===== config.mk =====
export PLATFORM = sky130hd
export DESIGN_NAME = mem2axi
export DESIGN_NICKNAME = d
export VERILOG_FILES = /design/src/source/mem2axi_pkg.sv /design/src/source/axi_pkg.sv /design/src/source/mem2axi.sv /design/src/source/write_ctrl.sv /design/src/source/read_assembler.sv /design/src/source/read_ctrl.sv
export VERILOG_INCLUDE_DIRS = /design/src /design/src/include
export SDC_FILE = /design/constraint.sdc
export NUM_CORES = 1
export LEC_CHECK = 0
export BUFFER_PORTS_ARGS = -buffer_cell sky130_fd_sc_hd__buf_2
export CORE_AREA = 4 4 309 311
export CTS_BUF_LIST = sky130_fd_sc_hd__clkbuf_8
export DETAILED_ROUTE_END_ITERATION = 10
export DIE_AREA = 0 0 313 315
export SYNTH_ARGS = -nofsm -noshare
export SYNTH_HDL_FRONTEND = slang
export SYNTH_SLANG_ARGS = --single-unit

===== constraint.sdc =====
create_clock -name clk -period 23.2 [get_ports clk]
set_input_delay 1.16 -clock clk [delete_from_list [all_inputs] [get_ports clk]]
set_output_delay 1.16 -clock clk [all_outputs]
set_load 0.02 [all_outputs]

===== src/include/mem2axi_defines.svh =====
// ==========================================================
// width and count macros shared by the mem2axi packages and RTL
// include wherever a bus or counter width is needed
// ==========================================================
`ifndef MEM2AXI_DEFINES_SVH
`define MEM2AXI_DEFINES_SVH

// memory side
`define MEM_ADDR_W   32
`define MEM_DATA_W   256
`define MEM_STRB_W   32   // one bit per byte of MEM_DATA_W
`define MEM_TYPE_W   6    // size code, bytes minus one

// AXI side, single 32-bit beats
`define AXI_DATA_W   32
`define AXI_STRB_W   4
`define AXI_ID_W     4
`define AXI_LEN_W    8

// beat index within one request, up to 8 words of 32 bits
`define BEAT_CNT_W   3

`endif // MEM2AXI_DEFINES_SVH

===== src/source/mem2axi_pkg.sv =====
// ==========================================================
// memory-bus request types, size codes and controller states
// ==========================================================
`include "mem2axi_defines.svh"

package mem2axi_pkg;

    // request length in bytes, coded as bytes minus one
    typedef enum logic [`MEM_TYPE_W-1:0] {
        CODE_1B  = 6'h00,
        CODE_2B  = 6'h01,
        CODE_4B  = 6'h03,
        CODE_8B  = 6'h07,
        CODE_16B = 6'h0f,
        CODE_32B = 6'h1f
    } size_code_e;

    typedef struct packed {
        size_code_e             size_code;
        logic [`MEM_ADDR_W-1:0] addr;
    } mem_rd_req_t;

    typedef struct packed {
        size_code_e             size_code;
        logic [`MEM_ADDR_W-1:0] addr;
        logic [`MEM_STRB_W-1:0] strb;
        logic [`MEM_DATA_W-1:0] data;
    } mem_wr_req_t;

    typedef enum logic [1:0] {RD_IDLE, RD_ADDR, RD_DATA} rd_state_e;

    typedef enum logic [1:0] {WR_IDLE, WR_ADDR_DATA, WR_DATA_ONLY} wr_state_e;

    // index of the final 32-bit beat, one beat per started word
    function automatic logic [`BEAT_CNT_W-1:0] last_beat_of(size_code_e code);
        logic [`BEAT_CNT_W-1:0] idx;
        case (code)
            CODE_8B:  idx = `BEAT_CNT_W'(1);
            CODE_16B: idx = `BEAT_CNT_W'(3);
            CODE_32B: idx = `BEAT_CNT_W'(7);
            default:  idx = '0;   // 1, 2 and 4 bytes fit in one beat
        endcase
        return idx;
    endfunction

endpackage


===== src/source/axi_pkg.sv =====
// ==========================================================
// AXI channel payload types and encodings for the adapter
// ==========================================================
`include "mem2axi_defines.svh"

package axi_pkg;

    typedef enum logic [1:0] {
        BURST_FIXED = 2'b00,
        BURST_INCR  = 2'b01
    } axi_burst_e;

    // bytes per beat, log2 coded
    typedef enum logic [2:0] {
        SIZE_1B = 3'b000,
        SIZE_2B = 3'b001,
        SIZE_4B = 3'b010
    } axi_size_e;

    typedef struct packed {
        logic [`MEM_ADDR_W-1:0] addr;
        logic [`AXI_ID_W-1:0]   id;
        logic [`AXI_LEN_W-1:0]  len;   // beats minus one
        axi_size_e              size;
        axi_burst_e             burst;
    } axi_ar_t;

    // write address carries the same fields as read address
    typedef axi_ar_t axi_aw_t;

    typedef struct packed {
        logic [`AXI_ID_W-1:0]   id;
        logic [`AXI_DATA_W-1:0] data;
        logic [1:0]             resp;
        logic                   last;
    } axi_r_t;

    typedef struct packed {
        logic [`AXI_DATA_W-1:0] data;
        logic [`AXI_STRB_W-1:0] strb;
        logic                   last;
    } axi_w_t;

endpackage


===== src/source/mem2axi.sv =====
// ==========================================================
// memory bus to AXI adapter top, one read and one write in flight
// requests are captured on req & rdy and split into 32-bit beats
// ==========================================================
`include "mem2axi_defines.svh"

module mem2axi (
    input  logic                   clk,
    input  logic                   rst_n,
    // read request and result
    input  logic                   ir_req_i,
    input  logic [`MEM_TYPE_W-1:0] ir_type_i,
    input  logic [`MEM_ADDR_W-1:0] ir_addr_i,
    output logic                   ir_rdy_o,
    output logic [`MEM_DATA_W-1:0] ire_data_o,
    output logic                   ire_valid_o,
    // write request
    input  logic                   iw_req_i,
    input  logic [`MEM_TYPE_W-1:0] iw_type_i,
    input  logic [`MEM_ADDR_W-1:0] iw_addr_i,
    input  logic [`MEM_STRB_W-1:0] iw_strb_i,
    input  logic [`MEM_DATA_W-1:0] iw_data_i,
    output logic                   iw_rdy_o,
    // AXI master
    output axi_pkg::axi_ar_t       ar_o,
    output logic                   ar_valid_o,
    input  logic                   ar_ready_i,
    input  axi_pkg::axi_r_t        r_i,
    input  logic                   r_valid_i,
    output logic                   r_ready_o,
    output axi_pkg::axi_aw_t       aw_o,
    output logic                   aw_valid_o,
    input  logic                   aw_ready_i,
    output axi_pkg::axi_w_t        w_o,
    output logic                   w_valid_o,
    input  logic                   w_ready_i,
    output logic                   b_ready_o
);

    mem2axi_pkg::mem_rd_req_t rd_req_q;
    mem2axi_pkg::mem_wr_req_t wr_req_q;
    logic                     rd_start;
    logic                     wr_start;
    logic [`BEAT_CNT_W-1:0]   r_beat;
    logic                     r_accept;
    logic                     r_done;

    assign rd_start = ir_req_i & ir_rdy_o;
    assign wr_start = iw_req_i & iw_rdy_o;

    // request registers, held for the whole transfer
    always_ff @(posedge clk) begin
        if (rd_start) begin
            rd_req_q.size_code <= mem2axi_pkg::size_code_e'(ir_type_i);
            rd_req_q.addr      <= ir_addr_i;
        end
    end

    always_ff @(posedge clk) begin
        if (wr_start) begin
            wr_req_q.size_code <= mem2axi_pkg::size_code_e'(iw_type_i);
            wr_req_q.addr      <= iw_addr_i;
            wr_req_q.strb      <= iw_strb_i;
            wr_req_q.data      <= iw_data_i;
        end
    end

    read_ctrl u_read_ctrl (
        .clk        (clk),
        .rst_n      (rst_n),
        .start_i    (rd_start),
        .req_i      (rd_req_q),
        .ar_o       (ar_o),
        .ar_valid_o (ar_valid_o),
        .ar_ready_i (ar_ready_i),
        .r_valid_i  (r_valid_i),
        .r_ready_o  (r_ready_o),
        .rdy_o      (ir_rdy_o),
        .r_beat_o   (r_beat),
        .r_accept_o (r_accept),
        .r_done_o   (r_done)
    );

    read_assembler u_read_assembler (
        .clk        (clk),
        .rst_n      (rst_n),
        .r_data_i   (r_i.data),
        .r_beat_i   (r_beat),
        .r_accept_i (r_accept),
        .r_done_i   (r_done),
        .lane_i     (rd_req_q.addr[1:0]),
        .data_o     (ire_data_o)
    );

    assign ire_valid_o = r_done;     // same cycle as the final R handshake

    write_ctrl u_write_ctrl (
        .clk        (clk),
        .rst_n      (rst_n),
        .start_i    (wr_start),
        .req_i      (wr_req_q),
        .aw_o       (aw_o),
        .aw_valid_o (aw_valid_o),
        .aw_ready_i (aw_ready_i),
        .w_o        (w_o),
        .w_valid_o  (w_valid_o),
        .w_ready_i  (w_ready_i),
        .rdy_o      (iw_rdy_o)
    );

    assign b_ready_o = 1'b1;         // write responses are not tracked

endmodule


===== src/source/write_ctrl.sv =====
// ==========================================================
// write sequencer, drives AW and W beats for one request
// AW and W run on their own counters, iw_rdy waits for both
// ==========================================================
`include "mem2axi_defines.svh"

module write_ctrl (
    input  logic                     clk,
    input  logic                     rst_n,
    input  logic                     start_i,
    input  mem2axi_pkg::mem_wr_req_t req_i,
    output axi_pkg::axi_aw_t         aw_o,
    output logic                     aw_valid_o,
    input  logic                     aw_ready_i,
    output axi_pkg::axi_w_t          w_o,
    output logic                     w_valid_o,
    input  logic                     w_ready_i,
    output logic                     rdy_o
);

    mem2axi_pkg::wr_state_e state_q;
    mem2axi_pkg::wr_state_e state_d;
    logic [`BEAT_CNT_W-1:0] last_beat;
    logic [`BEAT_CNT_W-1:0] aw_cnt_q;
    logic [`BEAT_CNT_W-1:0] w_cnt_q;
    logic                   w_fin_q;       // W side already done
    logic                   aw_fire;
    logic                   w_fire;
    logic                   aw_last;
    logic                   w_last;
    logic [`MEM_ADDR_W-1:0] aw_offset;
    axi_pkg::axi_size_e     aw_size;

    assign last_beat = mem2axi_pkg::last_beat_of(req_i.size_code);

    assign aw_valid_o = (state_q == mem2axi_pkg::WR_ADDR_DATA);
    assign w_valid_o  = (state_q != mem2axi_pkg::WR_IDLE) & ~w_fin_q;

    assign aw_fire = aw_valid_o & aw_ready_i;
    assign w_fire  = w_valid_o & w_ready_i;
    assign aw_last = aw_fire & (aw_cnt_q == last_beat);
    assign w_last  = w_fire & (w_cnt_q == last_beat);

    assign rdy_o = (state_q == mem2axi_pkg::WR_IDLE);

    always_comb begin
        state_d = state_q;
        case (state_q)
            mem2axi_pkg::WR_IDLE: begin
                if (start_i) begin
                    state_d = mem2axi_pkg::WR_ADDR_DATA;
                end
            end
            mem2axi_pkg::WR_ADDR_DATA: begin
                if (aw_last) begin
                    // W may have finished earlier or on this same cycle
                    if (w_last || w_fin_q) begin
                        state_d = mem2axi_pkg::WR_IDLE;
                    end else begin
                        state_d = mem2axi_pkg::WR_DATA_ONLY;
                    end
                end
            end
            mem2axi_pkg::WR_DATA_ONLY: begin
                if (w_last) begin
                    state_d = mem2axi_pkg::WR_IDLE;
                end
            end
            default: state_d = mem2axi_pkg::WR_IDLE;
        endcase
    end

    always_ff @(posedge clk) begin
        if (!rst_n) begin
            state_q <= mem2axi_pkg::WR_IDLE;
        end else begin
            state_q <= state_d;
        end
    end

    always_ff @(posedge clk) begin
        if (!rst_n) begin
            w_fin_q <= 1'b0;
        end else if (state_q == mem2axi_pkg::WR_IDLE) begin
            w_fin_q <= 1'b0;
        end else if (w_last) begin
            w_fin_q <= 1'b1;
        end
    end

    always_ff @(posedge clk) begin
        if (!rst_n) begin
            aw_cnt_q <= '0;
        end else if (state_q == mem2axi_pkg::WR_IDLE) begin
            aw_cnt_q <= '0;
        end else if (aw_fire) begin
            aw_cnt_q <= aw_cnt_q + 1'b1;
        end
    end

    always_ff @(posedge clk) begin
        if (!rst_n) begin
            w_cnt_q <= '0;
        end else if (state_q == mem2axi_pkg::WR_IDLE) begin
            w_cnt_q <= '0;
        end else if (w_fire) begin
            w_cnt_q <= w_cnt_q + 1'b1;
        end
    end

    // sub-word codes keep their own size, everything else goes as words
    always_comb begin
        case (req_i.size_code)
            mem2axi_pkg::CODE_1B: aw_size = axi_pkg::SIZE_1B;
            mem2axi_pkg::CODE_2B: aw_size = axi_pkg::SIZE_2B;
            default:              aw_size = axi_pkg::SIZE_4B;
        endcase
    end

    assign aw_offset = {{(`MEM_ADDR_W - `BEAT_CNT_W - 2){1'b0}}, aw_cnt_q, 2'b00};

    assign aw_o = '{
        addr:  req_i.addr + aw_offset,
        id:    '0,
        len:   '0,
        size:  aw_size,
        burst: axi_pkg::BURST_INCR
    };

    // every W beat is a single-beat transaction, so last is always set
    assign w_o = '{
        data: req_i.data[w_cnt_q * `AXI_DATA_W +: `AXI_DATA_W],
        strb: req_i.strb[w_cnt_q * `AXI_STRB_W +: `AXI_STRB_W],
        last: 1'b1
    };

endmodule


===== src/source/read_assembler.sv =====
// ==========================================================
// collects R words into the wide read result
// output is valid in the cycle of the final R handshake
// ==========================================================
`include "mem2axi_defines.svh"

module read_assembler (
    input  logic                   clk,
    input  logic                   rst_n,
    input  logic [`AXI_DATA_W-1:0] r_data_i,
    input  logic [`BEAT_CNT_W-1:0] r_beat_i,
    input  logic                   r_accept_i,
    input  logic                   r_done_i,
    input  logic [1:0]             lane_i,
    output logic [`MEM_DATA_W-1:0] data_o
);

    logic [`MEM_DATA_W-1:0] acc_q;     // words gathered so far
    logic [`MEM_DATA_W-1:0] merged;

    // current beat goes straight into its slice so the last word needs no extra cycle
    always_comb begin
        merged = acc_q;
        if (r_accept_i) begin
            merged[r_beat_i * `AXI_DATA_W +: `AXI_DATA_W] = r_data_i;
        end
    end

    // sub-word reads land at byte lane addr[1:0]
    assign data_o = merged >> {lane_i, 3'b000};

    always_ff @(posedge clk) begin
        if (!rst_n) begin
            acc_q <= '0;
        end else if (r_done_i) begin
            acc_q <= '0;                  // ready for the next read
        end else if (r_accept_i) begin
            acc_q <= merged;
        end
    end

endmodule


===== src/source/read_ctrl.sv =====
// ==========================================================
// read sequencer, issues one AR per word and counts R beats
// ir_rdy comes from here, the final R handshake closes a read
// ==========================================================
`include "mem2axi_defines.svh"

module read_ctrl (
    input  logic                     clk,
    input  logic                     rst_n,
    input  logic                     start_i,
    input  mem2axi_pkg::mem_rd_req_t req_i,
    output axi_pkg::axi_ar_t         ar_o,
    output logic                     ar_valid_o,
    input  logic                     ar_ready_i,
    input  logic                     r_valid_i,
    output logic                     r_ready_o,
    output logic                     rdy_o,
    output logic [`BEAT_CNT_W-1:0]   r_beat_o,
    output logic                     r_accept_o,
    output logic                     r_done_o
);

    mem2axi_pkg::rd_state_e state_q;
    mem2axi_pkg::rd_state_e state_d;
    logic                   r_open_q;      // R collection window
    logic [`BEAT_CNT_W-1:0] last_beat;
    logic [`BEAT_CNT_W-1:0] ar_cnt_q;
    logic [`BEAT_CNT_W-1:0] r_cnt_q;
    logic [`MEM_ADDR_W-1:0] ar_offset;
    logic                   ar_fire;
    logic                   ar_last;

    assign last_beat = mem2axi_pkg::last_beat_of(req_i.size_code);

    assign ar_valid_o = (state_q == mem2axi_pkg::RD_ADDR);
    assign ar_fire    = ar_valid_o & ar_ready_i;
    assign ar_last    = ar_fire & (ar_cnt_q == last_beat);

    assign r_ready_o  = r_open_q;
    assign r_accept_o = r_open_q & r_valid_i;
    assign r_done_o   = r_accept_o & (r_cnt_q == last_beat);
    assign r_beat_o   = r_cnt_q;

    assign rdy_o = (state_q == mem2axi_pkg::RD_IDLE);

    always_comb begin
        state_d = state_q;
        case (state_q)
            mem2axi_pkg::RD_IDLE: begin
                if (start_i) begin
                    state_d = mem2axi_pkg::RD_ADDR;
                end
            end
            mem2axi_pkg::RD_ADDR: begin
                if (ar_last) begin
                    state_d = mem2axi_pkg::RD_DATA;   // all addresses out
                end
            end
            mem2axi_pkg::RD_DATA: begin
                if (r_done_o) begin
                    state_d = mem2axi_pkg::RD_IDLE;
                end
            end
            default: state_d = mem2axi_pkg::RD_IDLE;
        endcase
    end

    always_ff @(posedge clk) begin
        if (!rst_n) begin
            state_q <= mem2axi_pkg::RD_IDLE;
        end else begin
            state_q <= state_d;
        end
    end

    // opens one cycle after AR starts and stays open across the AR issue
    always_ff @(posedge clk) begin
        if (!rst_n) begin
            r_open_q <= 1'b0;
        end else if (r_done_o) begin
            r_open_q <= 1'b0;
        end else if (state_q == mem2axi_pkg::RD_ADDR) begin
            r_open_q <= 1'b1;
        end
    end

    always_ff @(posedge clk) begin
        if (!rst_n) begin
            ar_cnt_q <= '0;
        end else if (state_q != mem2axi_pkg::RD_ADDR) begin
            ar_cnt_q <= '0;
        end else if (ar_fire) begin
            ar_cnt_q <= ar_cnt_q + 1'b1;
        end
    end

    always_ff @(posedge clk) begin
        if (!rst_n) begin
            r_cnt_q <= '0;
        end else if (r_done_o || !r_open_q) begin
            r_cnt_q <= '0;
        end else if (r_accept_o) begin
            r_cnt_q <= r_cnt_q + 1'b1;
        end
    end

    // word k sits at base + 4k
    assign ar_offset = {{(`MEM_ADDR_W - `BEAT_CNT_W - 2){1'b0}}, ar_cnt_q, 2'b00};

    assign ar_o = '{
        addr:  req_i.addr + ar_offset,
        id:    '0,
        len:   '0,
        size:  axi_pkg::SIZE_4B,
        burst: axi_pkg::BURST_INCR
    };

endmodule


==> Implementation_results.wiki, run 1 <==
{| class="wikitable"
! Metric !! Value
|-
| Initial antenna violation count || 42
|-
| CP Data Required Time || 22040 ps
|-
| Clock-pin slew on the worst setup and hold paths || 70 ps
|-
| GRT Resource Usage Total || 25.9%
|-
| Clock tree from TritonCTS || done
|-
| # DRC || 0
|-
| Pin count of the biggest net entering global routing || 151
|-
| Via density per instance || 5.30
|-
| Arrival time worst endpoint || 5520 ps
|-
| Overall die area || 98600 sq um
|-
| Library cell with the largest summed area after synthesis || edfxtp_1
|-
| Area of the core || 92800 sq um
|-
| TritonCTS buffer count || 109
|-
| Summed negative setup slack over all endpoints || 0 ps
|-
| Post-CTS setup buffer count || 0
|-
| Largest voltage drop on the vdd net || 0.0568 mV
|-
| GP Congestion || 0.915
|-
| Cell at the root of the clock tree || clkbuf_8
|-
| CP startpoint kind || flop
|-
| Initial core utilization || 35.2%
|-
| Post-CTS Hold Fix Bufs || 0
|-
| Share of the yosys chip area belonging to registers || 50.2%
|-
| Main flop type after synthesis || edfxtp_1
|-
| Worst clock skew || 45.7 ps
|-
| Crit-path leading delay family || buffers and inverters
|-
| Measured slew at the worst slew-check pin || 1200 ps
|-
| Total wire length || 132000 microns
|-
| Synthesized instance count || 2738
|-
| Most frequent standard cell in the layout excluding fill and tap cells || buf_2
|-
| Achievable Freq || 150 MHz
|-
| Share of the synthesized area in the top cell type || 33.5%
|-
| Largest driver fanout on the critical path || 41
|-
| Number of rows created at floorplan || 112
|-
| Post-synthesis cell type count || 65
|-
| CP bufs+invs || 4
|-
| Worst-case setup slack after placement || 17380 ps
|-
| Async SR Flop Fraction || 0%
|-
| Width of the chip || 313 microns
|-
| First-pass detailed-route iteration total || 6
|-
| Number of I/O port buffers || 768
|-
| Layout fillers || 9050
|-
| CP endpoint kind || output port
|-
| Cell types with the largest area share after synthesis || edfxtp_1 33%, dfxtp_1 17%, mux2i_1 13%
|-
| Final setup violation count || 0
|-
| Class of the worst hold path || reg -> reg
|-
| RSZ-0062 raised after global routing || no
|-
| Leftover overflow at the end of global routing || 0
|-
| Final worst setup slack || 16520 ps
|-
| Top Ports || 810
|-
| First-pass GRT wire length || 184000 microns
|-
| Max-cap check violation count || 0
|-
| Clock Tree Buf Depth || 3
|-
| Number of global-route vias before repair || 25138
|-
| Skew-Pair Late Insertion Delay || 750 ps
|-
| Number of DRC markers in iteration 0 || 2273
|-
| DP HPWL || 101000 microns
|-
| Worst setup path class || reg -> out
|-
| Count of H-tree levels built during CTS || 3
|-
| Headroom to the max-slew limit || 17.7%
|-
| Synthesis Warnings || 0
|-
| Detail-routed net length per standard cell || 27.5 microns
|-
| Result of the run || completed
|-
| Commonest cells after routing, fill and taps aside || 768 x buf_2, 431 x mux2i_1, 364 x edfxtp_1
|-
| Avg Inst Size Synth || 11.9 sq um
|-
| Number of synthesized flops with an enable pin || 364
|-
| Seq cells post-synth || 638
|-
| Crit path cell chain || clkinv_1, ha_1, ha_1, and4b_1, buf_4, and3_2, buf_4, mux2i_1, mux2_2, mux2i_1, buf_2
|-
| Max-slew violations || 0
|-
| Die Y-Extent || 315 microns
|-
| Total number of vias || 25480
|-
| Number of nets in the finished design || 3878
|-
| Cells resized by post-CTS repair || 0
|-
| Final critical-path required period || 6680 ps
|-
| Final hold viol count || 0
|-
| Count of clock tree sinks || 638
|-
| Combined area of all synthesized cells || 32700 sq um
|-
| Worst path max stage delay || 880 ps
|-
| Leakage component of the power || 16.3 nW
|-
| Routed Antenna Nets || 0
|-
| Power Total || 2.66 mW
|-
| Worst path slowest cell || mux2i_1
|-
| Power density over cell area || 67.3 nW/um^2
|-
| Share of layout cells above drive strength 1 || 36.8%
|-
| Synthesis-to-layout area growth || 21.1%
|-
| Ratio of final minimum period to clock period || 28.8%
|}
layout make-up:
cell class / count / area (sq um) / area share (%)
sequential: 638 / 16400 / 41.5
clock inverter: 77 / 460 / 1.16
timing repair buffer: 813 / 4210 / 10.6
inverter: 29 / 119 / 0.300
multi-input combinational: 1861 / 15100 / 38.1
tap: 1254 / 1570 / 3.97
clock buffer: 123 / 1690 / 4.28
antenna: 9 / 22.5 / 0.0569
power by group:
part,total (mW),internal (mW),switching [mW]
clock,1.02,0.523,0.494
sequential,1.29,1.27,0.0236
combinational,0.358,0.124,0.234
cells by family (layout without fill, tap and decap cells):
| group | after synthesis | count (layout) | share of synthesized area [%] |
|---|---|---|---|
| flip-flops | 638 | 638 | 50.2 |
| multiplexers | 749 | 749 | 27.6 |
| adder cells (fa/ha/maj) | 15 | 15 | 0.620 |
| other | 2 | 43 | 0.0230 |
| XOR/XNOR | 70 | 70 | 1.88 |
| AND/OR/NAND/NOR | 702 | 702 | 9.83 |
| buffers and inverters | 271 | 1042 | 4.10 |
| AO/OA/AOI/OAI | 291 | 291 | 5.69 |
worst paths after layout:
path | slack (ps) | to | cells after the start | startpoint
max | 16520 | ire_data_o[62] | 11 | u_read_ctrl.r_beat_o[0]
min reg2reg | 470 | u_read_assembler.acc_q[211] | 2 | u_read_assembler.acc_q[211]
max reg2reg | 18700 | u_read_assembler.acc_q[105] | 8 | rd_req_q[37]
min | 470 | u_read_assembler.acc_q[211] | 2 | u_read_assembler.acc_q[211]
metal layers:
| metal | routed length, microns | vias up | GRT usage (%) |
|---|---|---|---|
| met4 | 5840 | 26 | 10.6 |
| met1 | 51200 | 12644 | 31.6 |
| met5 | 153 | - | 0 |
| met3 | 10500 | 227 | 6.01 |
| li1 | - | 11462 | - |
| met2 | 64300 | 1121 | 44.1 |
state kept, by name, indices dropped and copies added, names as in the netlist:
name / cells
u_write_ctrl.aw_cnt_q: 3
u_read_ctrl.ar_cnt_q: 3
u_write_ctrl.w_fin_q: 1
u_write_ctrl.state_q: 2
u_write_ctrl.w_cnt_q: 3
u_read_ctrl.r_ready_o: 1
u_read_ctrl.state_q: 2
wr_req_q: 326
rd_req_q: 38
u_read_ctrl.r_beat_o: 3
u_read_assembler.acc_q: 256
worst min-delay path: cells and delay by family (launching register included):
kind	cells	cell delay, ps
and+or+nand+nor	1	50
AOI/OAI and AO/OA	1	50
DFF	1	320
Yosys cell counts (3+ instances only):
master,number
nor2_1,307
and4b_1,3
and2_1,77
nor4_1,5
nand3_1,34
nor3b_1,4
nor3_1,25
buf_4,51
a222oi_1,4
nand4_1,18
o2bb2ai_1,19
a21boi_0,24
clkbuf_1,89
and4_1,7
a31oi_1,42
buf_2,73
ha_1,13
buf_6,3
mux2_2,218
xnor2_1,54
inv_1,25
nor2b_1,25
a21o_1,8
dfxtp_1,274
mux4_2,100
a221oi_1,3
buf_1,25
a211oi_1,8
nand2_1,159
o21ai_0,56
mux2i_1,431
a21oi_1,88
xor2_1,16
edfxtp_1,364
and3_1,23
o22ai_1,7
o211a_1,4
a22o_1,10
or3_1,5
metrics by stage:
step                utilization, %  hold WS (ps)  cells  instance area [sq um]
floorplan                        -           442   2770                  32800
global placement              40.3           458   4595                  37400
detailed placement            40.3           460   4595                  37400
CTS                           42.6           469   4795                  39500
global route                  42.6           491   4798                  39600
finish                        42.7           469   4804                  39600
(Power assumes the default switching activity.)
==> run 2, diff against run 1 <==
==> constraint.sdc (replaced) <==
create_clock -name clk -period 6.3 [get_ports clk]
set_input_delay 0.315 -clock clk [delete_from_list [all_inputs] [get_ports clk]]
set_output_delay 0.315 -clock clk [all_outputs]
set_load 0.02 [all_outputs]
==> run 2 against run 1 <==
Net effect: clock power grew to 3.8 times the previous value; worst hold slack worse by 350 ps; combinational power grew to 4.3 times the previous value; die area stayed put; global-route usage is 1.5 points higher; total power grew to 3.8 times the previous value; setup slack worse by 16000 ps; register-to-register slack worse by 17000 ps; largest cell class unchanged; highest routed layer unchanged.
==> Implementation_results.wiki, run 2 (synthesized netlist as in run 1, its figures left out) <==
{| class="wikitable"
! Metric !! Value
|-
| Worst Hold Path EP || u_read_assembler.acc_q[96] (was u_read_assembler.acc_q[211])
|-
| Synthesis-to-layout area growth || 33.6% (was 21.1%)
|-
| RR Endpoint || u_read_assembler.acc_q[147] (was u_read_assembler.acc_q[105])
|-
| TritonCTS buffer count || 110 (was 109)
|-
| Measured slew at the worst slew-check pin || 1170 ps (was 1200 ps)
|-
| Commonest cells after routing, fill and taps aside || 768 x buf_2, 431 x mux2i_1, 394 x dlygate4sd3_1 (was 768 x buf_2, 431 x mux2i_1, 364 x edfxtp_1)
|-
| Hold Path Cell Cnt || 3 (was 2)
|-
| Number of nets in the finished design || 4273 (was 3878)
|-
| Max-slew violations || 0 (unchanged)
|-
| Ratio of final minimum period to clock period || 94.6%
|-
| Clock-pin slew on the worst setup and hold paths || 60 ps (was 70 ps)
|-
| Post-CTS setup buffer count || 0 (unchanged)
|-
| Total number of vias || 27513 (was 25480)
|-
| Number of rows created at floorplan || 112 (unchanged)
|-
| Initial core utilization || 35.2% (unchanged)
|-
| Result of the run || completed (unchanged)
|-
| Skew-Pair Late Insertion Delay || 800 ps (was 750 ps)
|-
| Registers with the most flip-flops || wr_req_q x326, u_read_assembler.acc_q x256, rd_req_q x38 (unchanged)
|-
| Largest driver fanout on the critical path || 36 (was 41)
|-
| Most frequent standard cell in the layout excluding fill and tap cells || buf_2 (unchanged)
|-
| Leakage component of the power || 18.0 nW (was 16.3 nW)
|-
| Power Total || 10.2 mW (was 2.66 mW)
|-
| Number of I/O port buffers || 768 (unchanged)
|-
| Share of layout cells above drive strength 1 || 33.3% (was 36.8%)
|-
| Biggest register || wr_req_q (unchanged)
|-
| CP Data Required Time || 5980 ps (was 22040 ps)
|-
| Worst r2r path cells || 8 (unchanged)
|-
| Worst setup path class || reg -> out (unchanged)
|-
| Internal Pwr Total || 7.29 mW (was 1.91 mW)
|-
| Relative contribution of the clock network to total power || 38.1% (was 38.2%)
|-
| Initial antenna violation count || 33 (was 42)
|-
| Via density per instance || 5.28 (was 5.30)
|-
| Clock Tree Buf Depth || 3 (unchanged)
|-
| Final setup violation count || 0 (unchanged)
|-
| Count of clock tree sinks || 638 (unchanged)
|-
| Leftover overflow at the end of global routing || 0 (unchanged)
|-
| Beginning of the worst hold path || r_i[3] (was u_read_assembler.acc_q[211])
|-
| Number of flip-flops under the largest register name || 326 (unchanged)
|-
| Detail-routed net length per standard cell || 27.0 microns (was 27.5 microns)
|-
| # DRC || 0 (unchanged)
|-
| Switching Share || 28.5% (was 28.2%)
|-
| Class of the worst hold path || in -> reg (was reg -> reg)
|-
| Final critical-path required period || 5960 ps
|-
| GP Congestion || 0.921 (was 0.915)
|-
| Summed negative setup slack over all endpoints || 0 ps (unchanged)
|-
| Cell at the root of the clock tree || clkbuf_8 (unchanged)
|-
| Number of global-route vias before repair || 27936 (was 25138)
|-
| First-pass GRT wire length || 196000 microns (was 184000 microns)
|-
| Clock tree from TritonCTS || done (unchanged)
|-
| Pin count of the biggest net entering global routing || 128 (was 151)
|-
| GRT Resource Usage Total || 27.4% (was 25.9%)
|-
| Cells resized by post-CTS repair || 0 (unchanged)
|-
| Max-cap check violation count || 0 (unchanged)
|-
| Die Y-Extent || 315 microns (unchanged)
|-
| Headroom to the max-slew limit || 22.1% (was 17.7%)
|-
| First-pass detailed-route iteration total || 6 (unchanged)
|-
| Proportion of power drawn by flip-flops and latches || 46.6% (was 48.4%)
|-
| Area of the core || 92800 sq um (unchanged)
|-
| Final hold viol count || 0 (unchanged)
|-
| Logic gate share of total power || 15.2% (was 13.4%)
|-
| Total wire length || 141000 microns (was 132000 microns)
|-
| Worst clock skew || 63.2 ps (was 45.7 ps)
|-
| RSZ-0062 raised after global routing || no (unchanged)
|-
| Arrival time worst endpoint || 5650 ps (was 5520 ps)
|-
| Top Ports || 810 (unchanged)
|-
| CP endpoint kind || output port (unchanged)
|-
| Achievable Freq || 168 MHz
|-
| DP HPWL || 103000 microns (was 101000 microns)
|-
| Reg-to-reg critical path startpoint || u_read_ctrl.r_beat_o[0] (was rd_req_q[37])
|-
| Post-CTS Hold Fix Bufs || 394 (was 0)
|-
| Worst reg-to-reg setup slack || 1800 ps (was 18700 ps)
|-
| Width of the chip || 313 microns (unchanged)
|-
| Count of H-tree levels built during CTS || 3 (unchanged)
|-
| Power density over cell area || 234 nW/um^2 (was 67.3 nW/um^2)
|-
| Routed Antenna Nets || 0 (unchanged)
|-
| Number of DRC markers in iteration 0 || 2563 (was 2273)
|-
| Overall die area || 98600 sq um (unchanged)
|-
| CP startpoint kind || flop (unchanged)
|-
| Largest voltage drop on the vdd net || 0.214 mV (was 0.0568 mV)
|-
| Switching power || 2.91 mW (was 0.752 mW)
|}
==> run 2: worst max-delay path by stage <==
stage,from,to,slack [ps],cells past startpoint
floorplan,u_write_ctrl.state_q[1],u_write_ctrl.state_q[0],950,4
global placement,u_read_ctrl.r_beat_o[0],ire_data_o[122],1390,9
detailed placement,u_read_ctrl.r_beat_o[0],ire_data_o[122],1330,9
CTS,u_read_ctrl.r_beat_o[0],ire_data_o[122],450,9
global route,u_read_ctrl.r_beat_o[0],ire_data_o[122],230,9
finish,u_read_ctrl.r_beat_o[0],ire_data_o[122],340,9
==> run 2: area by class of cell <==
cell class	instances	area, sq um
Fill cell	8471	49100
Sequential cell	638	16400
Multi-Input combinational cell	1861	15100
Timing Repair Buffer	1207	8210
Clock buffer	134	1840
Tap cell	1254	1570
Clock inverter	63	357
Inverter	29	119
Antenna cell	27	67.6
==> run 2: layer usage <==
layer | global-route usage [%] | share of wire, % | vias to the layer above | wire length (microns)
met5 | 0 | 0.024 | - | 34
met4 | 14.3 | 5.6 | 6 | 7830
met3 | 6.03 | 7.9 | 276 | 11200
met2 | 46.3 | 49 | 1399 | 68600
met1 | 32.8 | 38 | 13557 | 53200
li1 | - | - | 12275 | -
==> run 2: per-stage QoR <==
step / utilization (%) / cells / setup slack [ps] / hold slack (ps) / instance area [sq um]
4_1_cts: 47.0 / 5186 / 452 / 17.4 / 43600
5_1_grt: 47.1 / 5209 / 227 / 63.2 / 43700
6_report: 47.1 / 5213 / 338 / 122 / 43700
3_5_place_dp: 40.4 / 4595 / 1330 / 465 / 37400
2_1_floorplan: - / 2770 / 947 / 414 / 32800
3_3_place_gp: 40.4 / 4595 / 1390 / 460 / 37400
==> run 2: worst max-delay path, cell delays in order (launching register included) <==
cell and delay [ps]:
dfxtp_1 330, clkinv_1 350, ha_1 390, ha_1 460, nor2b_1 920, and3_2 1030, mux2i_1 250, mux2_2 330
mux2i_1 500, buf_2 290
==> run 2: power groups by stage <==
stage | Clock, mW | Sequential (mW) | Combinational, mW
2_1_floorplan | 0 | 4.82 | 0.819
3_3_place_gp | 0 | 4.82 | 1.31
3_5_place_dp | 0 | 4.83 | 1.32
4_1_cts | 3.92 | 4.75 | 1.53
5_1_grt | 4.14 | 4.77 | 1.63
6_report | 3.89 | 4.76 | 1.55
